`src/common/serdes_consts.svh`:
```
// ========================================
// K and D code values, FIFO size, CRC seed
// ========================================
`ifndef SERDES_CONSTS_SVH
`define SERDES_CONSTS_SVH

// Valid K codes seen on the link
`define K_COMMA     8'hBC   // K28.5
`define K_IDLE      8'h3C   // K28.1
`define K_PKT_START 8'hDC   // K28.6
`define K_PKT_END   8'h9C   // K28.4
`define K_XON       8'h5C   // K28.2
`define K_XOFF      8'h7C   // K28.3

// Invalid K codes, used by the link monitor
`define K_LOS       8'hFF   // K31.7, loss of signal
`define K_ERROR     8'h00   // K0.0, decode error

// Data byte paired with the comma as fill
`define D_56        8'hC5   // D5.6

// Receive FIFO address width, 2^AW - 1 usable entries
`define RX_FIFO_AW  9

// CRC-16 start value
`define CRC_INIT    16'hFFFF

`endif

```
`src/common/serdes_sym_pkg.sv`:
```
// ========================================
// Types of the decoded symbol stream
// ========================================
package serdes_sym_pkg;

   // One decoded byte
   typedef logic [7:0] sym_byte_t;

   // Two bytes, low byte first on the line
   typedef logic [15:0] half_word_t;

   // Symbol pair as delivered by the deserializer each cycle
   typedef struct packed {
      logic       k_msb;   // High byte is a K code
      logic       k_lsb;   // Low byte is a K code
      half_word_t data;
   } sym_pair_t;

endpackage

```
`src/source/serdes_crc16.sv`:
```
// ========================================
// CRC-16 register, one half-word per step
// ========================================
`include "serdes_consts.svh"

module serdes_crc16 (
   input  logic                       ser_rx_clk,
   input  logic                       rst_rxclk,
   input  logic                       clear_i,
   input  logic                       step_i,
   input  serdes_sym_pkg::half_word_t data_i,
   output serdes_sym_pkg::half_word_t crc_o
);
   import serdes_sym_pkg::*;

   localparam half_word_t poly = 16'h1021;   // CCITT, x^16 + x^12 + x^5 + 1

   // Bit-serial form unrolled over 16 bits, bit 15 first
   function automatic half_word_t crc_next(input half_word_t crc, input half_word_t data);
      half_word_t c;
      logic       fb;
      c = crc;
      for (int i = 15; i >= 0; i--)
      begin
         fb = c[15] ^ data[i];
         c  = {c[14:0], 1'b0};
         if (fb)
            c = c ^ poly;
      end
      return c;
   endfunction

   always_ff @(posedge ser_rx_clk)
   begin
      if (rst_rxclk || clear_i)
         crc_o <= `CRC_INIT;
      else if (step_i)
         crc_o <= crc_next(crc_o, data_i);
   end

endmodule

```
`config.mk`:
```
export PLATFORM = sky130hd
export DESIGN_NAME = serdes_crc16
export DESIGN_NICKNAME = d
export VERILOG_FILES = /design/src/common/serdes_sym_pkg.sv /design/src/source/serdes_crc16.sv
export VERILOG_INCLUDE_DIRS = /design/src /design/src/common
export SDC_FILE = /design/constraint.sdc
export NUM_CORES = 1
export LEC_CHECK = 0
export ABC_AREA = 1
export BUFFER_PORTS_ARGS = -buffer_cell sky130_fd_sc_hd__buf_2
export CAP_MARGIN = 40
export CORE_UTILIZATION = 40
export CTS_CLUSTER_DIAMETER = 50
export DETAILED_ROUTE_END_ITERATION = 12
export SLEW_MARGIN = 40
export SYNTH_ARGS = -nofsm -noshare
export SYNTH_HDL_FRONTEND = slang
export SYNTH_SLANG_ARGS = --single-unit
```
`constraint.sdc`:
```
create_clock -name ser_rx_clk -period 1.51 [get_ports ser_rx_clk]
set_input_delay 0.151 -clock ser_rx_clk [delete_from_list [all_inputs] [get_ports ser_rx_clk]]
set_output_delay 0.151 -clock ser_rx_clk [all_outputs]
set_load 0.02 [all_outputs]
```
Word level (Yosys, flattened, before mapping)
Index checks and enable logic that the tools add are counted.
{"block": "classes", "muxes": 46, "bitwise": 32, "n_reduce_logical": 1}
{"cell": "16-bit 2-to-1 mux", "n": 30}
{"cell": "13-bit 2-to-1 mux", "n": 16}
{"cell": "3-bit NOT", "n": 16}
{"cell": "1-bit bitwise XOR", "n": 16}
{"cell": "1-bit logical OR", "n": 1}
{"block": "totals", "reg_bits": 16, "inputBits": 20, "out_inout_bits": 16, "word_cells": 80}

Depth between registers and ports, before layout
{"block": "logic_depth", "ltp_word": 62, "mapped_depth": 13, "depth_no_buf": 13}

Worst setup path before layout
No wires, ideal clock.
{"block": "synth_path", "path_type": "register -> register", "from": "register crc_o[12]", "to": "register crc_o[12]", "setup_ns": 0.115, "arrival_ns": 1.346, "required_ns": 1.395, "path_slack_ns": 0.050, "stages_incl_launch_ff": 14, "n_path_buf": 0, "cell_sequence": "dfxtp_1 > inv_1 > nand2_1 > nand2_2 > nand2_1 > nand2_2 > nand2_1 > inv_1 > nor2_2 > nand2_1 > nand2_1 > nand2_1 > nand3_1 > nand2_1"}
{"block": "synth_between", "elab_chain_len": 46, "elab_cells_between_ends": 49, "classes_between": "mux: 43; bitwise: 6"}
{"element": "start, declared", "line": "serdes_crc16.sv:12", "text": "output serdes_sym_pkg::half_word_t crc_o"}
{"element": "start signal, assigned", "line": "serdes_crc16.sv:36", "text": "crc_o <= `CRC_INIT;"}
{"element": "start signal, assigned", "line": "serdes_crc16.sv:38", "text": "crc_o <= crc_next(crc_o, data_i);"}
{"element": "16-bit 2-to-1 mux (*)", "line": "serdes_crc16.sv:37", "text": "else if (step_i)"}
{"element": "16-bit 2-to-1 mux (*)", "line": "serdes_crc16.sv:35", "text": "if (rst_rxclk || clear_i)"}
{"element": "16-bit 2-to-1 mux (*)", "line": "serdes_crc16.sv:37"}
{"element": "16-bit 2-to-1 mux (*)", "line": "serdes_crc16.sv:35"}
{"element": "16-bit 2-to-1 mux (*)", "line": "serdes_crc16.sv:37"}
{"element": "16-bit 2-to-1 mux (*)", "line": "serdes_crc16.sv:35"}
{"element": "1-bit bitwise XOR (*)", "line": "serdes_crc16.sv:25", "text": "fb = c[15] ^ data[i];"}
{"element": "13-bit 2-to-1 mux (*)", "line": "serdes_crc16.sv:27", "text": "if (fb)"}
{"element": "[30 not listed]"}
{"element": "13-bit 2-to-1 mux", "line": "serdes_crc16.sv:27"}
{"element": "16-bit 2-to-1 mux (*)", "line": "serdes_crc16.sv:37"}
{"element": "16-bit 2-to-1 mux (*)", "line": "serdes_crc16.sv:35"}
{"element": "13-bit 2-to-1 mux", "line": "serdes_crc16.sv:27"}
{"element": "16-bit 2-to-1 mux (*)", "line": "serdes_crc16.sv:37"}
{"element": "16-bit 2-to-1 mux (*)", "line": "serdes_crc16.sv:35"}
{"element": "3-bit NOT (no line)"}
{"element": "13-bit 2-to-1 mux (*)", "line": "serdes_crc16.sv:27"}
Mark *: on every way between the ends. The rest lies on a longest branch, timed or not. The select of a mux whose other input is x is not followed.
A chain may end at the register's enable or synchronous reset.

Worst setup path in the final report
{"block": "layout_path", "from": "register crc_o[12]", "to": "register crc_o[5]"}
{"block": "layout_between", "elab_chain_len": 38}
{"element": "16-bit 2-to-1 mux", "line": "serdes_crc16.sv:37"}
{"element": "16-bit 2-to-1 mux", "line": "serdes_crc16.sv:35"}
{"element": "16-bit 2-to-1 mux", "line": "serdes_crc16.sv:37"}
{"element": "16-bit 2-to-1 mux", "line": "serdes_crc16.sv:35"}
{"element": "16-bit 2-to-1 mux", "line": "serdes_crc16.sv:37"}
{"element": "16-bit 2-to-1 mux", "line": "serdes_crc16.sv:35"}
{"element": "1-bit bitwise XOR", "line": "serdes_crc16.sv:25"}
{"element": "13-bit 2-to-1 mux", "line": "serdes_crc16.sv:27"}
{"element": "[22 not listed]"}
{"element": "16-bit 2-to-1 mux", "line": "serdes_crc16.sv:37"}
{"element": "16-bit 2-to-1 mux", "line": "serdes_crc16.sv:35"}
{"element": "16-bit 2-to-1 mux", "line": "serdes_crc16.sv:37"}
{"element": "16-bit 2-to-1 mux", "line": "serdes_crc16.sv:35"}
{"element": "16-bit 2-to-1 mux", "line": "serdes_crc16.sv:37"}
{"element": "16-bit 2-to-1 mux", "line": "serdes_crc16.sv:35"}
{"element": "1-bit bitwise XOR", "line": "serdes_crc16.sv:25"}
{"element": "13-bit 2-to-1 mux", "line": "serdes_crc16.sv:27"}
Every way passes these cells. The select of a mux whose other input is x is not followed.

==> results.yml <==
status:
  status: "finished clean"
critical_path:
  r2r_start: "crc_o[12]$_SDFFE_PP1P_"
  cp_top_family: "simple AND/OR/NAND/NOR gates"
  r2r_end: "crc_o[5]$_SDFFE_PP1P_"
  crit_required_ps: 1710
  startpoint_type: "flip-flop"
  reg2reg_slack_ps: 80
  cp-end-kind: "flip-flop"
  crit_chain: "inv_1, nand2_1, nand2_1, nand2_1, nand2_2, nand2_1, nand2_1, nand2_1, nand2_2, nand2_1, nand3_1, nand2_1"
  critPathKind: "reg -> reg"
  r2r_cells: 12
  arrival_ps: 1630
  crit_path_top_delay_cell: "dfxtp_4"
  critPathMostFrequentCell: "nand2_1"
  cpPeakStageDelay_ps: 370
  path_max_fanout: 5
  worst-path-buf-inv: 1
clock_network:
  cts_hold_buffers: 0
  path_clk_slew_ps: 110
  root_buffer: "clkbuf_4"
  cts_buffer_depth: 2
  cts_tree: "built"
  h-tree-depth: 1
  cts_sinks: 16
  numCtsBuffers: 3
  worstSkewPairLatency_ps: 290
timing:
  finalCritPeriodShare: 0.949
  setup_viol: 0
  worstMarginPinSlew_ps: 502
  slew_viol_final: 0
  layout_setup_ws_ps: 76.4
  period_minus_slack_ps: 1430
  hold_violations: 0
  fmax_mhz: 698
  clock-skew-final_ps: 7.79
  whs_ps: 89.5
  rsz0062_at_grt: "true"
  slew_headroom: 0.665
global_routing:
  antenna_found_initial: 0
  grt_use_met1: 0.273
  grt_pass1_vias: 1174
  grt_overflow: 0
  grt_max_degree: 18
  grt_pass1_wl_mm: 5.09
  met2_usage: 0.299
  top_usage_layer: "met2"
  grtUsageMet3: 0.0328
  track_usage: 0.194
flow_run:
  cap_viol_max_count: 0
place:
  dpl.hpwl_mm: 2.32
  portBuffers: 35
  gp_congestion: 0.896
  place_ws_ps: -0.0469
drt:
  viasPerCell: 4.74
  wl_mm: 3.02
  postRouteAntennaNets: 0
  drc: 0
  routedWlPerCell_um: 10.4
  drt_iter0_drc: 31
  firstDrtPassIters: 4
  via_count: 1380
synth:
  syn_area_um2: 1320
  synth_flop_cell: "dfxtp_1"
  synth_nets: 224
  ys_seq_elements: 16
  async_reset_ff_frac: 0
  ys_types: 22
  ys_seq_area_frac: 0.243
  synth_edf_count: 0
  synthCells: 204
  yosys_warnings: 0
  syn_area_per_cell_um2: 6.46
die:
  die_y_um: 59.4
  coreArea_um2: 3100
  dieArea_um2: 3530
  die_w_um: 59.4
  io_pins: 36
  initial_core_util: 0.425
  rows: 20
worst_hold_path:
  min_path_type: "in -> reg"
  min_path_cells: 3
  hold_start: "rst_rxclk"
  holdPathEnd: "crc_o[11]$_SDFFE_PP1P_"
power_and_ir_drop:
  ir_drop_mv: 0.445
  p_per_area_nw_per_um2: 895
  p_leak_nw: 0.847
cells_and_area:
  final_common_cell: "nand2_1"
  syn_to_final_growth_pct: 27.1
  num-nets-final: 269
  drive_gt1_frac: 0.385
  diodes: 0
  top_regs: "crc_o (16)"
  multiInputGateArea_um2: 930
  n_fill_cell: 349
  regArea_um2: 339
  utilization: 0.540
  largest_reg_flops: 16
  final_cell_mix: "nand2_1 (57), buf_2 (35), nand2_2 (27), nand3_1 (24), inv_1 (18)"
  top_register: "crc_o"
## stage by stage
stage	total power, W	TNS [ps]	std cells	cell area (um2)
2_1_floorplan	0.00104	0	204	1320
3_5_place_dp	0.00121	-0.0469	283	1550
6_report	0.00150	0	291	1680
3_3_place_gp	0.00121	0	283	1550
4_1_cts	0.00145	0	286	1580
5_1_grt	0.00162	-78.6	291	1680
## worst max path at each step
| stage | from | end | cells past startpoint | slack [ps] |
|---|---|---|---|---|
| global placement | crc_o[12]$_SDFFE_PP1P_ | crc_o[5]$_SDFFE_PP1P_ | 13 | 20 |
| detailed placement | crc_o[12]$_SDFFE_PP1P_ | crc_o[5]$_SDFFE_PP1P_ | 13 | -0.05 |
| CTS | crc_o[8]$_SDFFE_PP1P_ | crc_o[5]$_SDFFE_PP1P_ | 10 | 10 |
| finish | crc_o[12]$_SDFFE_PP1P_ | crc_o[5]$_SDFFE_PP1P_ | 12 | 80 |
| floorplan | crc_o[12]$_SDFFE_PP1P_ | crc_o[12]$_SDFFE_PP1P_ | 13 | 50 |
| global route | crc_o[8]$_SDFFE_PP1P_ | crc_o[12]$_SDFFE_PP1P_ | 13 | -40 |
## logic make-up after synthesis
family          synth area share
compound gates            0.0683
xor+xnor                   0.164
buf+inv                   0.0863
flops                      0.243
simple gates               0.438
## metal layers
layer,vias up,part of all wire
li1,732,-
met1,612,0.51
met2,34,0.44
met3,2,0.048
met4,0,0.0070
met5,-,0
## power breakdown
group | leakage, nW | internal (W) | switching [W]
Clock | 0.0138 | 0.0000928 | 0.000149
Combinational | 0.704 | 0.000314 | 0.000462
Sequential | 0.129 | 0.000452 | 0.0000304
Total | 0.847 | 0.000859 | 0.000641
## synth_stat cells (7+ instances only)
master	count	area, um2
dfxtp_1	16	320
xnor2_1	10	87.6
nand3b_1	7	52.6
nand3_1	24	120
a21oi_1	14	70.1
xor2_1	11	96.3
nand2_2	15	93.8
nand2_1	69	259
inv_1	18	67.6
## repair_timing
action | 4_1_cts | 5_1_grt
gates resized for setup | 1 | 25
setup endpoints to repair | 2 | 11
pin swaps | 0 | 7
setup buffers | 0 | 5
## worst register-to-register path: stages, from the launching register on
cell and delay [ps]:
dfxtp_4 370, inv_1 70, nand2_1 50, nand2_1 90, nand2_1 80, nand2_2 110, nand2_1 80, nand2_1 120
nand2_1 110, nand2_2 100, nand2_1 50, nand3_1 60, nand2_1 50
## cell type report
class / count / share of cell area
Clock buffer: 3 / 0.0134
Multi-Input combinational cell: 162 / 0.554
Tap cell: 44 / 0.0328
Inverter: 22 / 0.0522
Timing Repair Buffer: 44 / 0.145
Sequential cell: 16 / 0.202
Note: power is estimated with default switching activity, not from simulation.
