### src/common/serdes_consts.svh
// ========================================
// K and D code values, FIFO size, CRC seed
// ========================================
`ifndef SERDES_CONSTS_SVH
`define SERDES_CONSTS_SVH

// Valid K codes seen on the link
`define K_COMMA     8'hBC   // K28.5
`define K_IDLE      8'h3C   // K28.1
`define K_PKT_START 8'hDC   // K28.6
`define K_PKT_END   8'h9C   // K28.4
`define K_XON       8'h5C   // K28.2
`define K_XOFF      8'h7C   // K28.3

// Invalid K codes, used by the link monitor
`define K_LOS       8'hFF   // K31.7, loss of signal
`define K_ERROR     8'h00   // K0.0, decode error

// Data byte paired with the comma as fill
`define D_56        8'hC5   // D5.6

// Receive FIFO address width, 2^AW - 1 usable entries
`define RX_FIFO_AW  9

// CRC-16 start value
`define CRC_INIT    16'hFFFF

`endif

### src/common/serdes_sym_pkg.sv
// ========================================
// Types of the decoded symbol stream
// ========================================
package serdes_sym_pkg;

   // One decoded byte
   typedef logic [7:0] sym_byte_t;

   // Two bytes, low byte first on the line
   typedef logic [15:0] half_word_t;

   // Symbol pair as delivered by the deserializer each cycle
   typedef struct packed {
      logic       k_msb;   // High byte is a K code
      logic       k_lsb;   // Low byte is a K code
      half_word_t data;
   } sym_pair_t;

endpackage

### src/serdes_rx/serdes_rx_align.sv
// ========================================
// Byte alignment, XON/XOFF detect, link monitor
// ========================================
`include "serdes_consts.svh"

module serdes_rx_align (
   input  logic                      ser_rx_clk,
   input  logic                      rst_rxclk,
   input  serdes_sym_pkg::sym_pair_t rx_sym_i,
   output serdes_sym_pkg::sym_pair_t even_sym_o,
   output serdes_sym_pkg::sym_pair_t odd_sym_o,
   output logic                      xon_rcvd_o,
   output logic                      xoff_rcvd_o,
   output logic                      link_up_o
);
   import serdes_sym_pkg::*;

   sym_byte_t  lo_byte;
   sym_byte_t  hi_byte;
   logic       hold_k;      // K flag of the previous high byte
   sym_byte_t  hold_byte;   // Previous high byte
   logic       xon_now;
   logic       xoff_now;
   logic       pair_good;
   logic [3:0] good_hist;

   assign lo_byte = rx_sym_i.data[7:0];
   assign hi_byte = rx_sym_i.data[15:8];

   assign even_sym_o = rx_sym_i;   // Even alignment is the raw input

   // Either byte may carry the flow-control code
   assign xon_now  = (rx_sym_i.k_lsb && (lo_byte == `K_XON)) ||
                     (rx_sym_i.k_msb && (hi_byte == `K_XON));
   assign xoff_now = (rx_sym_i.k_lsb && (lo_byte == `K_XOFF)) ||
                     (rx_sym_i.k_msb && (hi_byte == `K_XOFF));

   // Decode error or loss of signal on both bytes marks a bad pair
   assign pair_good = (rx_sym_i != {2'b11, `K_ERROR, `K_ERROR}) &&
                      (rx_sym_i != {2'b11, `K_LOS, `K_LOS});

   always_ff @(posedge ser_rx_clk)
   begin
      if (rst_rxclk)
      begin
         hold_k      <= 1'b0;
         hold_byte   <= '0;
         odd_sym_o   <= '0;
         xon_rcvd_o  <= 1'b0;
         xoff_rcvd_o <= 1'b0;
         good_hist   <= '0;
         link_up_o   <= 1'b0;
      end
      else
      begin
         hold_k    <= rx_sym_i.k_msb;
         hold_byte <= hi_byte;

         // Earlier high byte goes low, current low byte goes high
         odd_sym_o.k_msb <= rx_sym_i.k_lsb;
         odd_sym_o.k_lsb <= hold_k;
         odd_sym_o.data  <= {lo_byte, hold_byte};

         xon_rcvd_o  <= xon_now;
         xoff_rcvd_o <= xoff_now;

         good_hist <= {good_hist[2:0], pair_good};
         link_up_o <= &good_hist[3:1];   // Three clean stages in a row
      end
   end

endmodule

### config.mk
export PLATFORM = sky130hd
export DESIGN_NAME = serdes_rx_align
export DESIGN_NICKNAME = d
export VERILOG_FILES = /design/src/common/serdes_sym_pkg.sv /design/src/serdes_rx/serdes_rx_align.sv
export VERILOG_INCLUDE_DIRS = /design/src /design/src/common
export SDC_FILE = /design/constraint.sdc
export NUM_CORES = 1
export LEC_CHECK = 0
export BUFFER_PORTS_ARGS = -buffer_cell sky130_fd_sc_hd__buf_2
export CAP_MARGIN = 20
export CORE_MARGIN = 3
export CORE_UTILIZATION = 25
export CTS_BUF_LIST = sky130_fd_sc_hd__clkbuf_8
export CTS_CLUSTER_DIAMETER = 80
export DETAILED_ROUTE_END_ITERATION = 16
export GPL_TIMING_DRIVEN = 0
export SLEW_MARGIN = 5
export SYNTH_ARGS = -nofsm -noshare
export SYNTH_HDL_FRONTEND = slang
export SYNTH_SLANG_ARGS = --single-unit
### constraint.sdc
create_clock -name ser_rx_clk -period 2.85 [get_ports ser_rx_clk]
set_clock_uncertainty 0.15 [all_clocks]
set_input_delay 0.285 -clock ser_rx_clk [delete_from_list [all_inputs] [get_ports ser_rx_clk]]
set_output_delay 0.285 -clock ser_rx_clk [all_outputs]
set_load 0.02 [all_outputs]
### Word level (Yosys, flattened, before mapping)

Index checks and enable logic that the tools add are counted.

* bits in registers: 34
* bits of input ports: 20
* output and inout port bits: 39
* logic and storage cells: 23

* equal/unequal tests: 6
* reductions and logical operators: 8

Operators with widths (number)
* inequality test 18 bit (second input constant): 2
* == test 8 x 7 -> 1 bit (second input constant): 4
* logical AND 1 bit: 5
* AND reduction 3 bit: 1
* logical OR 1 bit: 2

### Depth between registers and ports, before layout

Gate-level depths: netlist of the first run.

* depth in word-level cells: 3
* depth in mapped cells: 4
* gate-level depth less buffers: 4

### Worst setup path before layout of the first run

No wires, ideal clock.

* path type: input to register
* start: input rx_sym_i[5] (netlist bit)
* end: register good_hist[0]
* library setup time: 132 ps
* data arrival time: 1226 ps
* data required time: 2568 ps
* setup slack: 1343 ps
* stages: 4
* buffers on the path: 0
* cell sequence: or4_1 -> nor4_1 -> and4_1 -> nor3_1

* word-level cells in the longest chain between the ends: 2
* elaborated cells between the ends (all ways): 3
* those cells by class: eq/ne (2); reduce/logical (1)

Ends and longest elaborated chain
* start, declared: line serdes_rx_align.sv:9 `input serdes_sym_pkg::sym_pair_t rx_sym_i,`
* inequality test 18 bit (on tied branches): line serdes_rx_align.sv:39, serdes_rx_align.sv:40
* logical AND 1 bit (*): line serdes_rx_align.sv:39 `` assign pair_good = (rx_sym_i != {2'b11, `K_ERROR, `K_ERROR}) && ``
* end signal, assigned: line serdes_rx_align.sv:67 `good_hist <= {good_hist[2:0], pair_good};`
* end, declared: line serdes_rx_align.sv:25 `logic [3:0] good_hist;`

Every way passes the cells marked *; elsewhere a longest branch is shown, timed or not.
A chain may end at the register's enable or synchronous reset.

### Final worst setup path of the first run

Same ends and word-level chain as after synthesis.

==> results of run 1 <==
[cells in the mapped netlist]
cell	n	area, µm²
o22a_2	1	10.01
nand3_1	2	10.01
inv_1	2	7.510
nor4_1	3	18.77
nor2b_1	28	175.2
and3_1	1	6.260
and4_1	3	26.28
nand2_1	2	7.510
dfxtp_1	34	680.7
nor2_1	2	7.510
nand4_1	2	12.51
buf_4	18	135.1
or4_1	1	7.510
or2b_1	1	7.510
nor3_1	3	15.01
clkbuf_1	3	11.26
o32ai_1	1	8.760
[sequential cells by signal, indices dropped and copies added, names as in the netlist]
name / flops
hold_k: 1
xoff_rcvd_o: 1
link_up_o: 1
good_hist: 4
odd_sym_o: 18
xon_rcvd_o: 1
hold_byte: 8
[cell type report]
type / instances / area [µm²]
Multi-Input combinational cell: 50 / 312.8
Clock buffer: 6 / 82.58
Sequential cell: 34 / 680.7
Fill cell: 457 / 2799
Buffer: 21 / 146.4
Inverter: 2 / 7.507
Timing Repair Buffer: 58 / 290.3
Tap cell: 52 / 65.06
[worst register-to-register path: cells and delay by family (launching register included)]
family,cells,cell delay [ns]
flops,1,0.29
simple gates,2,0.30
[layer usage]
metal  part of all wire (%)  global-route usage (%)  wire length, µm
met2                     45                   13.88             1074
met5                      0                       0                0
met1                     42                   10.40             1015
met3                     12                   5.746              286
met4                    1.3                   5.433               32
[power by group]
part	internal [W]	leakage [nW]	total [W]	switching (W)
logic	0.0000542	0.451	0.000125	0.0000710
registers	0.000496	0.281	0.000500	0.00000380
clock network	0.000186	0.0431	0.000337	0.000152
[cell families (layout without fill, tap and decap cells)]
kind of cell	count (synthesis)	in the layout	synth area share (%)
AND/OR/NAND/NOR	48	48	25.63
buffers and inverters	23	87	13.41
flip-flops	34	34	59.32
AO/OA/AOI/OAI	2	2	1.636
[layout by cell type (no fill, tap or decap)]
cell type and count:
buf_2 58, or2b_1 1, clkbuf_1 3, clkbuf_8 6, o32ai_1 1, or4_1 1, and4_1 3, inv_1 2
nand3_1 2, buf_4 18, nor2b_1 28, nor2_1 2, and3_1 1, nand4_1 2, nand2_1 2, nor4_1 3
o22a_2 1, nor3_1 3, dfxtp_1 34
[worst max path at each step]
| stage | from | endpoint | slack (ns) | cells after the start |
|---|---|---|---|---|
| 6_report | rx_sym_i[5] | good_hist[0]$_SDFF_PP0_ | 1.42 | 5 |
| 5_1_grt | rx_sym_i[5] | good_hist[0]$_SDFF_PP0_ | 1.28 | 5 |
| 4_1_cts | rx_sym_i[5] | good_hist[0]$_SDFF_PP0_ | 1.42 | 5 |
| 3_5_place_dp | rx_sym_i[5] | good_hist[0]$_SDFF_PP0_ | 1.12 | 5 |
| 3_3_place_gp | rx_sym_i[5] | good_hist[0]$_SDFF_PP0_ | 1.13 | 5 |
| 2_1_floorplan | rx_sym_i[5] | good_hist[0]$_SDFF_PP0_ | 1.34 | 4 |
[per-stage QoR]
step                total power, W  cell area (µm²)
global placement         0.0006370             1503
finish                   0.0009628             1585
floorplan                0.0005854             1147
detailed placement       0.0006383             1503
global route              0.001007             1585
CTS                      0.0009793             1585
==> results.json, run 1 <==
{
  "status": "complete, no violations",
  "fin_cells": 223,
  "grt_pass1_vias": 793,
  "drv_cap": 0,
  "cts.reportedPaths.clkPinSlew_ns": 0.06,
  "postCtsSetupRepairBufs": 0,
  "area_delta_synth_final_pct": 38.17,
  "critical_path_class": "input port to register",
  "wl_um": 2409,
  "slew_headroom_pct": 70.44,
  "antenna_cells": 0,
  "antenna_found_initial": 0,
  "rrSetupSlack_ns": 2.01,
  "synthCells": 107,
  "hold_buffers": 0,
  "critical_path_buf_inv_count": 1,
  "crit_family": "simple AND/OR/NAND/NOR gates",
  "num-nets-final": 192,
  "ios": 59,
  "cpPeakStageDelay_ns": 0.54,
  "slowest_stage": "or4_1",
  "max_freq_ghz": 0.6985,
  "post-route-util_pct": 36.16,
  "rows": 24,
  "die_area_um2": 5438,
  "drtAntennaViolNets": 0,
  "synth.distinct_cells": 17,
  "firstDrtPassIters": 4,
  "cp_cell_sequence": "buf_2, or4_1, nor4_1, and4_1, nor3_1",
  "tightest_slew_ns": 0.4433,
  "grt_max_degree": 11,
  "whs_ns": 0.09115,
  "cts_made_buffers": 5,
  "rsz0062_at_grt": "false",
  "die_y_um": 73.75,
  "crit_arrival_ns": 1.43,
  "yosysSeqAreaShare_pct": 59.32,
  "tns_ns": 0,
  "drt_iter0_markers": 25,
  "cts_sinks": 34,
  "routedWlPerCell_um": 10.80,
  "root_buffer": "clkbuf_8",
  "core_um2": 4384,
  "drive_gt1_share_pct": 48.54,
  "finalSetupViolations": 0,
  "htree_levels": 2,
  "holdPathStages": 2,
  "power_density_nw_per_um2": 607.3,
  "initial_core_util_pct": 26.17,
  "ff2ff_path_depth": 2,
  "place_congestion": 0.7265,
  "ys_ff_latch": 34,
  "hp-class": "input port to register",
  "vias_per_cell": 4.040,
  "cts_resized": 0,
  "die_x_um": 73.75,
  "critPathRequiredTime_ns": 2.85,
  "endpoint_kind": "register",
  "dp_cells": 217,
  "layout_min_cycle_time_ns": 1.432,
  "post-route-period-util_pct": 50.23,
  "finalWorstSetupSlack_ns": 1.418,
  "holdPathEnd": "good_hist[3]$_SDFF_PP0_",
  "cts_buffer_depth": 2,
  "finalHoldViolCount": 0,
  "pre_cts_ws_ns": 1.117,
  "cp-start-kind": "input port",
  "cp_max_fo": 5,
  "syn_nets": 127,
  "peakVddDrop_uv": 140.6,
  "total_leakage_power_nw": 0.7753,
  "slew_violations": 0,
  "grtUsageTotal_pct": 9.450,
  "io_buffer_count": 58,
  "insertion_delay_ns": 0.28,
  "cts_tree": "built",
  "syn_area_um2": 1147,
  "grt-ovfl-total": 0,
  "syn_avg_cell_area_um2": 10.72,
  "yosys_warnings": 0,
  "grt_pass1_wl_um": 3622,
  "worstHoldStart": "rst_rxclk",
  "vias": 901,
  "rr_endpoint": "link_up_o$_SDFF_PP0_",
  "reg2reg_from": "good_hist[1]$_SDFF_PP0_",
  "drc_errors": 0
}
(Power assumes the default switching activity.)
==> inputs of run 2 (changes only) <==
==> constraint.sdc (replaced) <==
create_clock -name ser_rx_clk -period 1.2 [get_ports ser_rx_clk]
set_clock_uncertainty 0.15 [all_clocks]
set_input_delay 0.12 -clock ser_rx_clk [delete_from_list [all_inputs] [get_ports ser_rx_clk]]
set_output_delay 0.12 -clock ser_rx_clk [all_outputs]
set_load 0.02 [all_outputs]
==> results.json, run 2 (synthesized netlist as in run 1, its figures left out) <==
{
  "ff2ff_path_depth": 2,
  "cts_made_buffers": 5,
  "place.detailed.hpwl_um": 1899,
  "num-nets-final": 210,
  "grtUsageTotal_pct": 10.03,
  "vias": 979,
  "cp_max_fo": 5,
  "post-route-period-util_pct": 99.06,
  "largest-register": "odd_sym_o",
  "wl_um": 2633,
  "top_regs": "odd_sym_o (18), hold_byte (8), good_hist (4)",
  "insertion_delay_ns": 0.27,
  "drv_cap": 0,
  "post-route-util_pct": 40.21,
  "cts_buffer_depth": 2,
  "rows": 24,
  "slew_violations": 0,
  "seqCellArea_um2": 680.7,
  "place_congestion": 0.7014,
  "power.internal_w": 0.001728,
  "grt_pass1_wl_um": 4002,
  "cts.reportedPaths.clkPinSlew_ns": 0.06,
  "final_common_cell": "buf_2",
  "hp-class": "input port to register",
  "multi_input_area_um2": 316.6,
  "setup.worst_path.start": "rx_sym_i[5]",
  "mostFrequentLayoutCells": "58 x buf_2, 34 x dfxtp_1, 28 x nor2b_1",
  "cp-start-kind": "input port",
  "antenna_found_initial": 0,
  "cts_sinks": 34,
  "routed.top_layer": "met4",
  "p_sw_share_pct": 24.01,
  "cpPeakStageDelay_ns": 0.53,
  "critPathRequiredTime_ns": 1.20,
  "drc_errors": 0,
  "grt_pass1_vias": 835,
  "slowest_stage": "or4_4",
  "htree_levels": 2,
  "total_leakage_power_nw": 0.8556,
  "die_area_um2": 5438,
  "largest_reg_flops": 18,
  "finalHoldViolCount": 0,
  "crit_arrival_ns": 1.18,
  "rsz0062_at_grt": "true",
  "power_density_nw_per_um2": 1290,
  "layout_min_cycle_time_ns": 1.189,
  "postCtsSetupRepairBufs": 0,
  "slew_headroom_pct": 70.49,
  "holdPathStages": 3,
  "initial_core_util_pct": 26.17,
  "grt_max_degree": 11,
  "grt-ovfl-total": 0,
  "rrSetupSlack_ns": 0.35,
  "tightest_slew_ns": 0.4426,
  "die_y_um": 73.75,
  "cp_cell_sequence": "buf_2, or4_4, nor4_1, and4_1, nor3_1",
  "firstDrtPassIters": 4,
  "routedWlPerCell_um": 10.88,
  "clock_power_share_pct": 32.5,
  "finalSetupViolations": 0,
  "io_buffer_count": 58,
  "endpoint_kind": "register",
  "met2_length_um": 1129,
  "dr_wl_met3_um": 263,
  "p_switching_w": 0.0005459,
  "combinationalPowerShare_pct": 15.2,
  "area_delta_synth_final_pct": 53.65,
  "dp_cells": 217,
  "seqPwrFrac_pct": 52.3,
  "peakVddDrop_uv": 458.1,
  "rr_endpoint": "link_up_o$_SDFF_PP0_",
  "ios": 59,
  "status": "complete, no violations",
  "core_um2": 4384,
  "drive_gt1_share_pct": 43.68,
  "max_freq_ghz": 0.8412,
  "antenna_cells": 0,
  "met1_length_um": 1200,
  "cts_tree": "built",
  "reg2reg_from": "good_hist[1]$_SDFF_PP0_",
  "finalPower_w": 0.002274,
  "endpoint": "good_hist[0]$_SDFF_PP0_",
  "die_x_um": 73.75,
  "n_fill_cell": 448,
  "fin_cells": 242,
  "drtAntennaViolNets": 0,
  "root_buffer": "clkbuf_8",
  "vias_per_cell": 4.045,
  "critical_path_class": "input port to register",
  "drt_iter0_markers": 43
}
[run 2: changes by cell type in the layout (fill, tap and decap cells not counted), sizes merged]
cell	delta
clkbuf	-1
dlygate4sd3	+18
inv	+2
[run 2: how the worst min path moves through the flow]
stage,endpoint,slack (ns),start
final,odd_sym_o[13]$_SDFF_PP0_,0.03,rst_rxclk
after global routing,xon_rcvd_o$_SDFF_PP0_,0.03,rx_sym_i[13]
after CTS,odd_sym_o[13]$_SDFF_PP0_,0.01,rst_rxclk
after detailed placement,good_hist[3]$_SDFF_PP0_,0.21,rst_rxclk
after global placement,good_hist[3]$_SDFF_PP0_,0.21,rst_rxclk
after floorplan,good_hist[3]$_SDFF_PP0_,0.04,rst_rxclk
[run 2: final cells by class]
| cell class | instances | share of cell area, % |
|---|---|---|
| inverter | 2 | 0.4258 |
| buffer | 21 | 8.304 |
| sequential | 34 | 38.61 |
| tap | 52 | 3.691 |
| clock buffer | 5 | 3.903 |
| clock inverter | 2 | 0.4258 |
| multi-input combinational | 50 | 17.96 |
| timing repair buffer | 76 | 26.69 |
[run 2: metal layers]
layer | track usage [%] | vias to the layer above
li1 | - | 495
met1 | 12.63 | 434
met2 | 14.57 | 45
met3 | 4.788 | 5
met4 | 4.225 | 0
met5 | 0 | -
[run 2: stage by stage]
step | hold slack [ns] | cell area (µm²) | setup WS [ns] | TNS [ns]
6_report | 0.02606 | 1763 | 0.01126 | 0
5_1_grt | 0.02542 | 1763 | -0.03502 | -0.03502
4_1_cts | 0.01488 | 1759 | 0.02003 | 0
3_5_place_dp | 0.2074 | 1503 | -0.3313 | -0.3313
3_3_place_gp | 0.2091 | 1503 | -0.3394 | -0.3394
2_1_floorplan | 0.04161 | 1147 | -0.1289 | -0.1289
[run 2: critical path: cells and delay by family]
kind                   cells  cell delay [ns]
AND/OR/NAND/NOR            4             0.92
buffers and inverters      1             0.13
[run 2: timing repair]
| item | 4_1_cts | 5_1_grt |
|---|---|---|
| pin swaps | 1 | 0 |
| gates resized for setup | 0 | 1 |
| hold buffers | 18 | 0 |
| endpoints found under the hold margin | 19 | 0 |
| endpoints found under the setup margin | 1 | 1 |
[run 2: power by group through the flow]
stage	registers [W]	logic [W]	clock network (W)
CTS	0.00119	0.000349	0.000762
detailed placement	0.00121	0.000302	0
global placement	0.00121	0.000300	0
global route	0.00119	0.000375	0.000817
floorplan	0.00125	0.000140	0
finish	0.00119	0.000346	0.000740
==> inputs of run 3 (changes only) <==
--- a/config.mk
+++ b/config.mk
@@ -8,12 +8,12 @@
 export LEC_CHECK = 0
 export BUFFER_PORTS_ARGS = -buffer_cell sky130_fd_sc_hd__buf_2
 export CAP_MARGIN = 20
-export CORE_MARGIN = 3
 export CORE_UTILIZATION = 25
 export CTS_BUF_LIST = sky130_fd_sc_hd__clkbuf_8
 export CTS_CLUSTER_DIAMETER = 80
 export DETAILED_ROUTE_END_ITERATION = 16
 export GPL_TIMING_DRIVEN = 0
+export REMOVE_ABC_BUFFERS = 1
 export SLEW_MARGIN = 5
 export SYNTH_ARGS = -nofsm -noshare
 export SYNTH_HDL_FRONTEND = slang
==> constraint.sdc (replaced) <==
create_clock -name ser_rx_clk -period 1.3 [get_ports ser_rx_clk]
set_clock_uncertainty 0.15 [all_clocks]
set_input_delay 0.13 -clock ser_rx_clk [delete_from_list [all_inputs] [get_ports ser_rx_clk]]
set_output_delay 0.13 -clock ser_rx_clk [all_outputs]
set_load 0.02 [all_outputs]
==> results.json, run 3 (synthesized netlist as in run 1, its figures left out) <==
{
  "cts.reportedPaths.clkPinSlew_ns": 0.07,
  "drt_iter0_markers": 29,
  "finalPower_w": 0.002155,
  "power_density_nw_per_um2": 1305,
  "power.internal_w": 0.001631,
  "die_area_um2": 4864,
  "crit_arrival_ns": 1.19,
  "critical_path_class": "input port to register",
  "antenna_found_initial": 0,
  "routedWlPerCell_um": 10.65,
  "cp-start-kind": "input port",
  "ios": 59,
  "initial_core_util_pct": 26.17,
  "finalSetupViolations": 0,
  "drc_errors": 0,
  "rrSetupSlack_ns": 0.43,
  "die_x_um": 69.75,
  "grt_max_degree": 34,
  "core_um2": 4384,
  "cts_tree": "built",
  "place_congestion": 0.7042,
  "area_delta_synth_final_pct": 43.95,
  "dp_cells": 196,
  "vias": 877,
  "cts_buffer_depth": 2,
  "grt-ovfl-total": 0,
  "grt_pass1_wl_um": 3760,
  "cp_max_fo": 5,
  "max_freq_ghz": 0.8395,
  "die_y_um": 69.75,
  "vias_per_cell": 3.950,
  "ff2ff_path_depth": 2,
  "largest-register": "odd_sym_o",
  "grtUsageTotal_pct": 10.37,
  "drtAntennaViolNets": 0,
  "num-nets-final": 189,
  "seqCellArea_um2": 680.7,
  "drv_cap": 0,
  "layout_min_cycle_time_ns": 1.191,
  "total_leakage_power_nw": 0.7929,
  "clock_power_share_pct": 36.1,
  "grt_pass1_vias": 804,
  "n_fill_cell": 441,
  "seqPwrFrac_pct": 50.8,
  "reg2reg_from": "good_hist[1]$_SDFF_PP0_",
  "holdPathStages": 3,
  "rows": 24,
  "cts_sinks": 34,
  "peakVddDrop_uv": 325.1,
  "slew_headroom_pct": 63.10,
  "endpoint_kind": "register",
  "placed_cell_area_um2": 1356,
  "worstHoldStart": "rx_sym_i[13]",
  "top_regs": "odd_sym_o (18), hold_byte (8), good_hist (4)",
  "htree_levels": 2,
  "p_switching_w": 0.0005237,
  "wl_um": 2365,
  "cts_made_buffers": 5,
  "slew_violations": 0,
  "holdPathEnd": "xon_rcvd_o$_SDFF_PP0_",
  "stdcell_area_um2": 1652,
  "mostFrequentLayoutCells": "56 x buf_2, 34 x dfxtp_1, 28 x nor2b_1",
  "multi_input_area_um2": 321.6,
  "status": "complete, no violations",
  "post-route-period-util_pct": 91.63,
  "drive_gt1_share_pct": 40.59,
  "finalHoldViolCount": 0,
  "insertion_delay_ns": 0.28,
  "combinationalPowerShare_pct": 13.1,
  "fin_cells": 222,
  "tns_ns": 0,
  "final_common_cell": "buf_2",
  "firstDrtPassIters": 4,
  "critPathRequiredTime_ns": 1.30,
  "hp-class": "input port to register",
  "rr_endpoint": "link_up_o$_SDFF_PP0_",
  "tightest_slew_ns": 0.5535,
  "antenna_cells": 0,
  "largest_reg_flops": 18,
  "whs_ns": 0.04407,
  "p_sw_share_pct": 24.31,
  "root_buffer": "clkbuf_8",
  "io_buffer_count": 58,
  "rsz0062_at_grt": "false"
}
## run 3: cell count changes in the layout (fill, tap and decap cells not counted), moves of 2 or more
cell,previous run,this run
buf_2,58,56
buf_4,18,1
buf_6,0,2
clkbuf_1,3,0
dlygate4sd3_1,18,15
dlymetal6s4s_1,0,2
## run 3: final cells by class
cell class                      instances  share of cell area (%)
Inverter                                2                  0.4545
Sequential cell                        34                   41.21
Timing Repair Buffer                   76                   29.39
Multi-Input combinational cell         50                   19.47
Clock buffer                            6                   5.000
Clock inverter                          2                  0.5303
Tap cell                               52                   3.939
## run 3: what timing repair did
item,in CTS,in global routing
endpoints found under the hold margin,17,0
buffers inserted,0,1
gates resized for setup,0,7
hold buffers,17,0
setup endpoints to repair,0,1
## run 3: per-layer routing
layer | track usage (%) | vias up | routed length, µm
met2 | 16.07 | 35 | 1113
met3 | 3.779 | 7 | 149
met5 | 0 | - | 0
met4 | 6.667 | 0 | 63
li1 | - | 453 | -
met1 | 12.05 | 382 | 1039
## run 3: through the flow
step	setup WS, ns	util [%]
3_3_place_gp	-0.2575	30.94
6_report	0.1088	37.67
2_1_floorplan	-0.04376	-
4_1_cts	0.03410	36.90
3_5_place_dp	-0.2757	30.94
5_1_grt	0.02634	37.67
## run 3: power groups by stage
stage,clock [W],combinational [W],sequential [W]
after floorplan,0,0.0000380,0.00115
after global placement,0,0.000233,0.00112
after detailed placement,0,0.000234,0.00112
after CTS,0.000803,0.000274,0.00110
after global routing,0.000850,0.000305,0.00110
final,0.000777,0.000282,0.00110
## run 3: worst max-delay path by stage
stage	start	depth (start not counted)	slack, ns	endpoint
after floorplan	rx_sym_i[5]	4	-0.04	good_hist[0]$_SDFF_PP0_
after global routing	rx_sym_i[5]	5	0.03	good_hist[0]$_SDFF_PP0_
after global placement	rx_sym_i[5]	5	-0.26	good_hist[0]$_SDFF_PP0_
after detailed placement	rx_sym_i[5]	5	-0.28	good_hist[0]$_SDFF_PP0_
after CTS	rx_sym_i[5]	5	0.03	good_hist[0]$_SDFF_PP0_
final	rx_sym_i[5]	5	0.11	good_hist[0]$_SDFF_PP0_
## run 3: critical path: stages
cell	delay (ns)
buf_2	0.13
or4_1	0.54
nor4_2	0.13
and4_1	0.21
nor3_1	0.05
