`config.mk`:
```
export PLATFORM = sky130hd
export DESIGN_NAME = serdes_rx_out
export DESIGN_NICKNAME = d
export VERILOG_FILES = /design/src/common/serdes_pkt_pkg.sv /design/src/serdes_rx/serdes_rx_out.sv
export VERILOG_INCLUDE_DIRS = /design/src /design/src/common
export SDC_FILE = /design/constraint.sdc
export NUM_CORES = 1
export LEC_CHECK = 0
export BUFFER_PORTS_ARGS = -buffer_cell sky130_fd_sc_hd__buf_4
export CAP_MARGIN = 20
export CELL_PAD_IN_SITES_DETAIL_PLACEMENT = 2
export CELL_PAD_IN_SITES_GLOBAL_PLACEMENT = 2
export CORE_UTILIZATION = 23
export DETAILED_ROUTE_END_ITERATION = 7
export GPL_ROUTABILITY_DRIVEN = 1
export GPL_TIMING_DRIVEN = 0
export PLACE_DENSITY = 0.74
export SLEW_MARGIN = 10
export SYNTH_ARGS = -nofsm -noshare
export SYNTH_HDL_FRONTEND = slang
export SYNTH_SLANG_ARGS = --single-unit
```
`constraint.sdc`:
```
create_clock -name ser_rx_clk -period 3.6 [get_ports ser_rx_clk]
set_input_delay 0.72 -clock ser_rx_clk [delete_from_list [all_inputs] [get_ports ser_rx_clk]]
set_output_delay 0.72 -clock ser_rx_clk [all_outputs]
set_load 0.05 [all_outputs]
```
`src/common/serdes_consts.svh`:
```
// ========================================
// K and D code values, FIFO size, CRC seed
// ========================================
`ifndef SERDES_CONSTS_SVH
`define SERDES_CONSTS_SVH

// Valid K codes seen on the link
`define K_COMMA     8'hBC   // K28.5
`define K_IDLE      8'h3C   // K28.1
`define K_PKT_START 8'hDC   // K28.6
`define K_PKT_END   8'h9C   // K28.4
`define K_XON       8'h5C   // K28.2
`define K_XOFF      8'h7C   // K28.3

// Invalid K codes, used by the link monitor
`define K_LOS       8'hFF   // K31.7, loss of signal
`define K_ERROR     8'h00   // K0.0, decode error

// Data byte paired with the comma as fill
`define D_56        8'hC5   // D5.6

// Receive FIFO address width, 2^AW - 1 usable entries
`define RX_FIFO_AW  9

// CRC-16 start value
`define CRC_INIT    16'hFFFF

`endif

```
`src/common/serdes_pkt_pkg.sv`:
```
// ========================================
// Packet line, FIFO entry and framer types
// ========================================
package serdes_pkt_pkg;

   // Assembled line, first half-word in the low half
   typedef logic [31:0] line_t;

   // Counts reported to the consumer side
   typedef logic [15:0] fifo_level_t;

   // Consumer flags, bit 0 start, bit 1 end
   typedef logic [3:0] rx_flags_t;

   typedef struct packed {
      logic  error;
      logic  sop;
      logic  eop;
      line_t line;
   } rx_entry_t;

   // Packet framer states
   typedef enum logic [2:0] {
      IDLE,
      FIRSTLINE1,
      FIRSTLINE2,
      PKT1,
      PKT2,
      CRC_CHECK,
      ERROR,
      DONE
   } framer_state_t;

endpackage

```
`src/serdes_rx/serdes_rx_out.sv`:
```
// ========================================
// Consumer head register, flags and counts
// ========================================
`include "serdes_consts.svh"

module serdes_rx_out (
   input  logic                        ser_rx_clk,
   input  logic                        rst_rxclk,
   input  serdes_pkt_pkg::rx_entry_t   rd_entry_i,
   input  logic                        empty_i,
   input  serdes_pkt_pkg::fifo_level_t level_i,
   output logic                        fifo_read_o,
   output serdes_pkt_pkg::line_t       wr_dat_o,
   output serdes_pkt_pkg::rx_flags_t   wr_flags_o,
   input  logic                        wr_ready_i,
   output logic                        wr_ready_o,
   output serdes_pkt_pkg::fifo_level_t fifo_space_o,
   output serdes_pkt_pkg::fifo_level_t fifo_occupied_o
);
   import serdes_pkt_pkg::*;

   localparam fifo_level_t max_used = fifo_level_t'((1 << `RX_FIFO_AW) - 1);

   rx_entry_t head_q;
   logic      head_valid;
   logic      rd_pend;      // FIFO read in flight
   logic      take;

   assign take        = wr_ready_i && head_valid;
   assign fifo_read_o = !empty_i && !rd_pend && (!head_valid || take);

   always_ff @(posedge ser_rx_clk)
   begin
      if (rst_rxclk)
      begin
         head_valid <= 1'b0;
         rd_pend    <= 1'b0;
      end
      else
      begin
         rd_pend <= fifo_read_o;
         if (rd_pend)
            head_valid <= 1'b1;
         else if (take)
            head_valid <= 1'b0;
      end
   end

   always_ff @(posedge ser_rx_clk)
   begin
      if (rd_pend)
         head_q <= rd_entry_i;
   end

   assign wr_ready_o = head_valid;
   assign wr_dat_o   = head_q.line;
   // Error raises both start and end
   assign wr_flags_o = {2'b00, head_q.eop | head_q.error, head_q.sop | head_q.error};

   // Words in flight and in the head count as occupied
   assign fifo_occupied_o = level_i + fifo_level_t'(head_valid) + fifo_level_t'(rd_pend);
   assign fifo_space_o    = (fifo_occupied_o >= max_used) ? '0 : max_used - fifo_occupied_o;

endmodule

```
**After elaboration in Yosys (flattened, before gate mapping)**

Index checks and enable logic that the tools add are counted.

- Add/subtract/negate cells: 3
- Magnitude comparators: 1
- Multiplexer cells: 3
- Bitwise gates (word level): 2
- Reduce and logical (&&, ||, !) cells: 8

Operators by type and width:

| kind | count |
|---|---|
| 16-bit by 1-bit adder with 16-bit output | 2 |
| 16-bit by 9-bit >= comparator with 1-bit output (second input constant) | 1 |
| 16-bit 2-to-1 mux | 1 |
| 9-bit by 16-bit subtractor with 16-bit output (first input constant) | 1 |
| 1-bit logical AND | 3 |
| 1-bit zero test | 3 |
| 1-bit 2-to-1 mux | 2 |
| 1-bit OR | 2 |
| 2-bit nonzero test | 1 |
| 1-bit logical OR | 1 |

- Register bits after elaboration: 37
- Input bits: 55
- Output and inout bits: 70
- Word-level logic and storage cells: 23

**Logic depth before layout (Yosys ltp)**

Gate-level depths: netlist (run 1).

- Depth in word-level cells: 4
- Mapped depth: 11
- Mapped depth without buffers: 10

**Least setup slack after synthesis (run 1)**

Ideal clock, no wire load.

- Kind: reg-to-output
- From: register rd_pend
- To: output port fifo_space_o[10]
- Arrival: 4.354 ns
- Required time: 2.880 ns
- Path slack: -1.474 ns
- Stages on the path, launching flop included: 12
- Path through: dfxtp_1 -> fa_1 -> ha_1 -> buf_2 -> nand3_1 -> nor3_1 -> nand2_1 -> xor2_1 -> ha_1 -> nand3_1 -> nor2_1 -> a311oi_1

- Longest elaborated chain between the ends: 3
- Elaborated cells on any way between the ends: 4
- Classes of those cells: add/sub (2); order compare (1); mux (1)

Ends and longest elaborated chain:

| what | RTL line | source |
|---|---|---|
| from (decl) | serdes_rx_out.sv:26 | `logic rd_pend;` |
| from (signal assigned) | serdes_rx_out.sv:41 | `rd_pend <= fifo_read_o;` |
| 16-bit by 1-bit adder with 16-bit output * | serdes_rx_out.sv:61 | `assign fifo_occupied_o = level_i + fifo_level_t'(head_valid) + fifo_level_t'(rd_pend);` |
| 9-bit by 16-bit subtractor with 16-bit output / 16-bit by 9-bit >= comparator with 1-bit output (equally long branches) | serdes_rx_out.sv:62 | `assign fifo_space_o = (fifo_occupied_o >= max_used) ? '0 : max_used - fifo_occupied_o;` |
| 16-bit 2-to-1 mux * | serdes_rx_out.sv:62 |  |
| to (decl) | serdes_rx_out.sv:17 | `output serdes_pkt_pkg::fifo_level_t fifo_space_o,` |

Every way passes the cells marked *; elsewhere a longest branch is shown, timed or not.

**Worst setup path after layout (run 1)**

- From: input port level_i[0]
- To: output port fifo_space_o[13]

- Longest elaborated chain between the ends: 4
- Elaborated cells on any way between the ends: 5
- Classes of those cells: add/sub (3); order compare (1); mux (1)

Ends and longest elaborated chain:

| what | RTL line | source |
|---|---|---|
| from (decl) | serdes_rx_out.sv:11 | `input serdes_pkt_pkg::fifo_level_t level_i,` |
| 16-bit by 1-bit adder with 16-bit output * (2 in series) | serdes_rx_out.sv:61 |  |
| 9-bit by 16-bit subtractor with 16-bit output / 16-bit by 9-bit >= comparator with 1-bit output (equally long branches) | serdes_rx_out.sv:62 |  |
| 16-bit 2-to-1 mux * | serdes_rx_out.sv:62 |  |

Marked as above.

==> out/results.txt, run 1 <==
Comb power frac = 0.302
synth warn = 0
setup_tns = 0 ps
overall power = 1.12 mW
placed insts = 404
Longest Clk Path Bufs = 2
Sink Count = 37
Core Util, Final = 0.406
delay-heaviest family, CP = simple AND/OR/NAND/NOR gates
IR drop worst, VDD = 0.126 mV
met3 Usage GRT = 0.0403
number of global-route vias before repair = 1940
Rows = 34
Final period util = 0.979
leading cell type in the layout, fill and taps excluded = buf_4
DRT Wirelength = 6940 µm
final hold violation count = 0
Tmin final = 3520 ps
Power Internal = 754 µW
Post-Synthesis Cell Area = 2110 µm²
final setup violation count = 0
Die Height = 97.7 µm
Final #Nets = 376
Non-Filler Instances = 427
ys flop type = edfxtp_1
Worst EP required = 2880 ps
DR vias = 1843
register bit total from synthesis = 37
routing usage on met1 = 0.163
failing checks = design-rule violations
status = finished, violations left
Layout Area Growth over Synthesis = 69.8%
most frequent cells in the layout = buf_4 (158), edfxtp_1 (35), nor3_4 (12)
WL/cell = 16.3 µm
CP cell instances = buf_4 -> fa_2 -> buf_6 -> nand4_4 -> nor3_4 -> or4_1 -> a32o_2 -> buf_12 -> nor3_4 -> buf_6
sequential power share = 0.445
sequential area share after synthesis = 0.518
num ports = 125
Avg Synthesized Cell Area = 12.0 µm²
Pre-antenna DRT Iters = 8
largest net degree at the start of global routing = 19
max-cap viol count = 0
Initial Utilization = 0.239
met2 track utilization from global routing = 0.256
CP max stage cell = or4_1
antenna fix cells = 0
setup slack after layout = 77.2 ps
critical path fanouts, max = 5
power per cell area = 314 nW/µm²
FFs w/ async S/R, synth = 0
Max Freq = 284 MHz
Crit Path Class = primary input to primary output
Psw = 368 µW
Reg clk slew, reported paths = 70 ps
Worst EP arrival = 2800 ps
Synth Instances = 175
CTS root buf = clkbuf_8
Die Wd = 97.7 µm
via/cell ratio = 4.32
Switching Fraction = 0.328
cts-stage hold buffer count = 0
Setup Skew = 8.44 ps
Buffers on Ports = 117
DRC = 25
Total GRT Usage = 0.141
share of cells above drive strength 1 = 0.674
Place WS = -337 ps
Max stage delay on crit path = 400 ps
area of the core = 8810 µm²
P_leak = 1.59 nW
Crit. End Element = primary output
initial antenna violation count = 0
WP buf/inv = 4
max-slew violation count = 0
gr busiest metal = met2
Worst Hold Class = primary input to flip-flop
Die Footprint = 9550 µm²
clk_lat worst skew = 290 ps
TritonCTS Buffers = 5
hpwl dp = 5250 µm
Clock Power Share = 0.252
CTS tree = built
CP Launch Type = primary input
first-pass GRT wire length = 10300 µm
RD Place Congestion = 0.759
Final ANT Viol Nets = 0
Post-synth EDFFs = 35
Yosys cell types = 37
H-tree depth = 2
grt ovf = 0
1st-iter DRT viols = 63
-- registers in the layout, summed over array words and instances (netlist names) --
| name | cells |
|---|---|
| head_q | 3 |
| rd_pend | 1 |
| wr_dat_o | 32 |
| wr_ready_o | 1 |
-- cells by family (layout without fill, tap and decap cells) --
group,Yosys count,in the layout,synth area share
simple gates,56,56,0.185
mux,1,1,0.00534
flops,37,37,0.518
buf+inv,48,188,0.159
other cells,1,5,0.00178
fa+ha+maj,3,3,0.0214
compound gates,12,12,0.0398
xor+xnor,17,17,0.0707
-- layer usage --
metal,wire length (µm),vias to the layer above
met5,0,-
met4,29,0
met3,642,3
met2,3600,99
met1,2670,875
li1,-,866
-- area by class of cell --
type	count	area (µm²)
inverters	6	22.5
well taps	108	135
clock inverters	3	17.5
multi-input cells	94	857
repair buffers	132	1050
clock buffers	5	68.8
fillers	965	5230
flip-flops and latches	37	1100
plain buffers	42	330
-- synth_stat cells (3+ instances only) --
cell type,instances,share of area
nand3_1,7,0.017
buf_4,38,0.14
edfxtp_1,35,0.50
nand2_1,7,0.012
nand4_1,4,0.012
a21oi_1,4,0.0095
nor2_1,10,0.018
xor2_1,9,0.037
nor3_1,6,0.014
nor3_2,9,0.043
inv_1,6,0.011
buf_2,3,0.0071
xnor2_1,8,0.033
-- metrics by stage --
step                instance area, µm²  hold WS (ps)
floorplan                         2250           653
global placement                  3260           622
detailed placement                3260           633
CTS                               3440           587
global route                      3580           588
finish                            3580           597
-- power groups by stage --
stage,Clock [mW],Sequential [mW],Combinational (mW)
floorplan,0,0.515,0.200
finish,0.283,0.500,0.339
global route,0.313,0.502,0.356
global placement,0,0.517,0.308
detailed placement,0,0.519,0.315
CTS,0.296,0.501,0.333
-- repair_timing --
action                     in CTS  in global routing
pin swaps                       4                  5
resized for setup              11                 12
setup buffers                   6                  8
gates cloned                    0                  1
setup endpoints to repair      15                 11
-- path summary, 6_finish.rpt --
| kind | startpoint | endpoint | slack [ps] | cells past startpoint |
|---|---|---|---|---|
| min reg2reg | wr_ready_o | rd_pend | 640 | 2 |
| min | rst_rxclk | rd_pend | 600 | 2 |
| max | level_i[0] | fifo_space_o[13] | 80 | 10 |
| max reg2reg | rd_pend | wr_dat_o[25] | 2490 | 2 |
No activity file was read; power rests on OpenSTA's default activity.
==> run 2, diff against run 1 <==
==> constraint.sdc (replaced) <==
create_clock -name ser_rx_clk -period 3.6 [get_ports ser_rx_clk]
set_input_delay 0.18 -clock ser_rx_clk [delete_from_list [all_inputs] [get_ports ser_rx_clk]]
set_output_delay 0.18 -clock ser_rx_clk [all_outputs]
set_load 0.05 [all_outputs]
==> run 2 against run 1 <==
- the run still ends with design-rule violations left
- final cell count fell by 2.6%
- critical path depth rose by 1
- combinational power fell by 7.1%
- register-to-register slack improved by 130 ps
- first-iteration DRC count fell by 22%
- via count fell by 2.4%
- worst setup slack improved by 190 ps
- non-clock buffer count fell by 11
- wire length fell by 9.0%
- clock skew fell by 6.7 ps
- largest power group unchanged
==> out/results.txt, run 2 (synthesis gave the netlist of run 1 again) <==
worst hold slack = 53.8 ps (-543 ps)
Die Footprint = 9550 µm² (unchanged)
Comb power frac = 0.291 (-0.011)
Crit. End Element = primary output
status = finished, violations left
grt ovf = 0 (unchanged)
post-route cell area = 3310 µm² (-7.3%)
top sig layer = met4
first-pass GRT wire length = 9830 µm (-4.8%)
Pre-antenna DRT Iters = 6 (-2)
reg-to-reg slack, setup = 2620 ps (+130 ps)
clk_lat worst skew = 280 ps (about the same)
Power Internal = 741 µW (-1.7%)
Die Height = 97.7 µm (unchanged)
slew margin rel. = 0.668
CP Launch Point = rd_pend
1st-iter DRT viols = 49 (-22%)
sequential power share = 0.462 (+0.017)
hpwl dp = 5110 µm (-2.8%)
critical path fanouts, max = 11 (+6)
Die Wd = 97.7 µm (unchanged)
Reg clk slew, reported paths = 70 ps (about the same)
dpl cell area = 3160 µm² (-3.0%)
Critical R2R Capture = wr_dat_o[10]
WL met2 = 3070 µm (-15%)
share of cells above drive strength 1 = 0.633 (-0.0409)
P_leak = 1.43 nW (-9.7%)
Worst EP required = 3420 ps (+540 ps)
Initial Utilization = 0.239 (unchanged)
DR vias = 1799 (-2.4%)
largest net degree at the start of global routing = 21 (+2)
CP Launch Type = flip-flop
WL met1 = 2650 µm (-0.71%)
Setup Skew = 1.79 ps (-6.66 ps)
Clock Power Share = 0.247 (-0.005)
Buffers on Ports = 117 (unchanged)
Final #Nets = 365 (-2.9%)
area of the core = 8810 µm² (unchanged)
DRC = 27 (+8.0%)
initial antenna violation count = 0 (unchanged)
failing checks = design-rule violations
WL/cell = 15.2 µm (-6.6%)
power per cell area = 327 nW/µm² (+4.3%)
Switching Fraction = 0.317 (-0.0111)
Final period util = 0.925 (-0.0536)
via/cell ratio = 4.32 (+0.19%)
num ports = 125 (unchanged)
max-cap viol count = 0 (unchanged)
Final ANT Viol Nets = 0 (unchanged)
Worst Hold Class = primary input to flip-flop
Hold EP = rd_pend
Hold Startpoint = rst_rxclk
setup_tns = 0 ps (unchanged)
Crit Path Class = flip-flop to primary output
worst hold stages = 2 (unchanged)
antenna fix cells = 0 (unchanged)
Tmin final = 3330 ps (-193 ps)
Worst EP arrival = 3150 ps (+350 ps)
H-tree depth = 2 (unchanged)
unrepaired setup endpoints after global routing = false
delay-heaviest family, CP = adder cells
Fillers = 976 (+1.1%)
number of global-route vias before repair = 1879 (-3.1%)
met3 wire length = 507 µm (-21%)
max-slew violation count = 0 (unchanged)
setup slack after layout = 270 ps (+193 ps)
RD Place Congestion = 0.746 (-1.7%)
final hold violation count = 0 (unchanged)
WP buf/inv = 2 (-2)
Rows = 34 (unchanged)
IR drop worst, VDD = 0.137 mV (+8.9%)
Place WS = -595 ps (-258 ps)
max reg flops = 32 (unchanged)
final setup violation count = 0 (unchanged)
Max stage delay on crit path = 460 ps (+60 ps)
DRT Wirelength = 6320 µm (-9.0%)
CTS root buf = clkbuf_8
Longest Clk Path Bufs = 2 (unchanged)
most frequent cells in the layout = buf_4 (158), edfxtp_1 (35), nor3_2 (11)
CTS tree = built
worst r2r src = rd_pend
CP cell instances = fa_2 -> ha_1 -> buf_2 -> nand3_4 -> nor3_4 -> nand2_1 -> xor2_1 -> ha_2 -> o21ai_0 -> a311oi_4 -> buf_4
TritonCTS Buffers = 5 (unchanged)
Max Freq = 300 MHz (+5.8%)
CP max stage cell = dfxtp_4
Least-Margin Pin Slew = 494 ps
Total GRT Usage = 0.132 (-0.00886)
leading cell type in the layout, fill and taps excluded = buf_4
Layout Area Growth over Synthesis = 57.3%
Core Util, Final = 0.376 (-0.0298)
cell depth of the worst flop-to-flop path = 1 (-1)
Psw = 344 µW (-6.6%)
Sink Count = 37 (unchanged)
==> run 2: cell types whose count changed in the layout (fill, tap and decap cells not counted), moves of 2 or more <==
cell    change
buf_6      -10
nor3_4     -10
nor3_2      +9
xor2_1      +2
xor2_2      -2
==> run 2: power groups by stage <==
stage | combinational (mW) | clock, mW | sequential (mW)
final | 0.315 | 0.268 | 0.502
after CTS | 0.314 | 0.282 | 0.504
after global routing | 0.333 | 0.294 | 0.504
after global placement | 0.300 | 0 | 0.518
after detailed placement | 0.305 | 0 | 0.519
after floorplan | 0.191 | 0 | 0.515
==> run 2: final cells by class <==
type	count	area, µm²	area share
timing repair buffer	121	916	0.276
inverter	6	22.5	0.00680
clock buffer	5	68.8	0.0208
clock inverter	3	12.5	0.00378
tap	108	135	0.0408
buffer	42	312	0.0940
sequential	37	1090	0.330
multi-input combinational	94	753	0.227
==> run 2: worst max-delay path by stage <==
| stage | cells past startpoint | to |
|---|---|---|
| floorplan | 10 | fifo_space_o[10] |
| global placement | 12 | fifo_space_o[10] |
| detailed placement | 11 | fifo_space_o[10] |
| CTS | 11 | fifo_space_o[10] |
| global route | 11 | fifo_space_o[10] |
| finish | 11 | fifo_space_o[10] |
==> run 2: metal layers <==
layer | global-route usage | up-vias
met5 | 0 | -
met4 | 0.0396 | 0
met3 | 0.0360 | 7
met2 | 0.231 | 102
met1 | 0.159 | 845
li1 | - | 845
==> run 2: per-stage QoR <==
| stage | instances | power, mW |
|---|---|---|
| 2_1_floorplan | 179 | 0.706 |
| 3_3_place_gp | 404 | 0.818 |
| 3_5_place_dp | 404 | 0.824 |
| 4_1_cts | 413 | 1.10 |
| 5_1_grt | 416 | 1.13 |
| 6_report | 416 | 1.08 |
==> run 2: repair_timing <==
action	CTS	global route
hold buffers	0	0
endpoints found under the hold margin	0	0
pin swaps	0	2
gates resized for setup	5	2
setup endpoints to repair	16	1
buffers inserted	1	3
==> run 3, diff against run 2 <==
- ABC_AREA: not set -> 1
- CORE_UTILIZATION: 23 -> 21
- PLACE_DENSITY: 0.74 -> 0.72
- TNS_END_PERCENT: not set -> 10
==> run 3 against run 2 <==
- the run now ends clean
- worst hold slack lost 3.0 ps
- clock skew grew 3.3 ps
- clock power grew 10%
- critical path depth grew 3
- die area grew 8.5%
- synthesized cell count grew 29%
- critical path type unchanged
==> out/results.txt, run 3 <==
status = finished clean
antenna fix cells = 0 (unchanged)
share of cells above drive strength 1 = 0.499 (-0.135)
synth warn = 0 (unchanged)
final hold violation count = 0 (unchanged)
CTS root buf = clkbuf_8
Longest Clk Path Bufs = 2 (unchanged)
Crit. End Element = primary output
max-cap viol count = 0 (unchanged)
ys flop type = edfxtp_1
clk_lat worst skew = 290 ps (about the same)
Worst Hold Class = primary input to flip-flop
Avg Synthesized Cell Area = 9.29 µm² (-23%)
Die Wd = 102 µm (+4.2%)
H-tree depth = 2 (unchanged)
Post-synth EDFFs = 35 (unchanged)
FFs w/ async S/R, synth = 0 (unchanged)
Die Footprint = 10400 µm² (+8.5%)
initial antenna violation count = 0 (unchanged)
Place WS = 147 ps (+743 ps)
Worst EP required = 3420 ps (about the same)
DRC = 0 (-100%)
max-slew violation count = 0 (unchanged)
CP Launch Type = flip-flop
number of global-route vias before repair = 1984 (+5.6%)
final setup violation count = 0 (unchanged)
Die Height = 102 µm (+4.2%)
Buffers on Ports = 119 (+1.7%)
post-route cell area = 3270 µm² (-1.2%)
via/cell ratio = 3.97 (-8.2%)
Reg clk slew, reported paths = 70 ps (about the same)
grt ovf = 0 (unchanged)
most numerous cell in the Yosys netlist = nand2_1
setup slack after layout = 383 ps (+113 ps)
max reg flops = 32 (unchanged)
P_leak = 1.58 nW (+10%)
Tmin final = 3220 ps (-113 ps)
Synth Instances = 225 (+29%)
sequential area share after synthesis = 0.522 (+0.00403)
num ports = 125 (unchanged)
most frequent cells in the layout = buf_4 (156), nand2_1 (43), edfxtp_1 (35)
register bit total from synthesis = 37 (unchanged)
Yosys cell types = 22 (-41%)
commonest cells in the netlist = nand2_1 (43), buf_4 (37), edfxtp_1 (35)
IR drop worst, VDD = 0.163 mV (+19%)
Sink Count = 37 (unchanged)
first-pass GRT wire length = 10000 µm (+2.0%)
Final ANT Viol Nets = 0 (unchanged)
critical path fanouts, max = 20 (+9)
Pre-antenna DRT Iters = 4 (-2)
Layout Area Growth over Synthesis = 56.6%
CTS tree = built
setup_tns = 0 ps (unchanged)
Initial Utilization = 0.215 (-0.0244)
DR vias = 1945 (+8.1%)
power per cell area = 338 nW/µm² (+3.4%)
leading cell type in the layout, fill and taps excluded = buf_4
Final #Nets = 414 (+13%)
dpl cell area = 3170 µm² (about the same)
DRT Wirelength = 6760 µm (+7.0%)
Worst EP arrival = 3040 ps (-110 ps)
area of the core = 9730 µm² (+10%)
top cell type's share of synthesized area = 0.503 (+0.00388)
unrepaired setup endpoints after global routing = false
overall power = 1.11 mW (+2.1%)
Crit Path Class = flip-flop to primary output
Final period util = 0.894 (-0.0314)
Max Freq = 311 MHz (+3.5%)
Total GRT Usage = 0.128 (-0.00420)
top cell type by total area after synthesis = edfxtp_1
WL/cell = 13.8 µm (-9.2%)
TritonCTS Buffers = 5 (unchanged)
1st-iter DRT viols = 18 (-63%)
Setup Skew = 5.07 ps (+3.28 ps)
Rows = 36 (+5.9%)
RD Place Congestion = 0.734 (-1.6%)
cts-stage hold buffer count = 0 (unchanged)
hpwl dp = 5720 µm (+12%)
largest net degree at the start of global routing = 38 (+81%)
Post-Synthesis Cell Area = 2090 µm² (-0.77%)
synth top area cells = edfxtp_1 (50%), buf_4 (13%), nand2_1 (7.7%)
-- run 3: layout make-up --
class / instances / area, µm²
buffer: 37 / 278
clock buffer: 8 / 90.1
fill: 1151 / 6450
inverter: 29 / 109
multi-input combinational: 126 / 628
sequential: 37 / 1090
tap: 133 / 166
timing repair buffer: 120 / 908
-- run 3: final timing paths --
check,from,endpoint,slack (ps),cells past startpoint
min,empty_i,rd_pend,50,2
min reg2reg,wr_ready_o,wr_ready_o,540,2
max reg2reg,rd_pend,wr_dat_o[30],2520,1
max,rd_pend,fifo_space_o[10],380,14
-- run 3: critical path, stage by stage, from the launching register on --
cell	delay [ps]
dfxtp_4	550
fa_1	370
ha_1	250
nand2_1	100
nor2_4	230
nand4_1	150
nand2_2	120
inv_2	50
ha_1	170
nand3_1	100
nor2_1	50
nand2_1	60
nand2_2	170
nor2_1	160
buf_4	220
-- run 3: kinds of logic after synthesis --
kind of cell,Yosys count,share of synthesized area
and+or+nand+nor,111,0.244
DFF,37,0.522
xor gates and xnor gates,3,0.0126
buffers and inverters,66,0.185
AOI/OAI and AO/OA,4,0.0138
adders and majority gates,3,0.0215
other,1,0.00179
-- run 3: where the power goes --
| part | internal [mW] | switching, mW | total (mW) |
|---|---|---|---|
| logic | 0.114 | 0.194 | 0.308 |
| registers | 0.493 | 0.0108 | 0.504 |
| clock network | 0.156 | 0.140 | 0.296 |
| total | 0.763 | 0.345 | 1.11 |
-- run 3: stage by stage --
stage / util / cells / hold WS, ps
floorplan: - / 229 / 249
global placement: 0.325 / 481 / 350
detailed placement: 0.325 / 481 / 359
CTS: 0.335 / 489 / 39.0
global route: 0.337 / 490 / 38.9
finish: 0.337 / 490 / 50.8
-- run 3: what timing repair did --
item,4_1_cts,5_1_grt
buffers inserted,0,1
gates resized for setup,1,0
setup endpoints to repair,10,10
-- run 3: per-layer routing --
layer	global-route usage	up-vias	wire length [µm]	share of wire
met5	0	-	0	0
met1	0.137	904	2640	0.39
met4	0.0435	0	84	0.012
met3	0.0338	7	630	0.093
met2	0.241	92	3400	0.50
li1	-	942	-	-
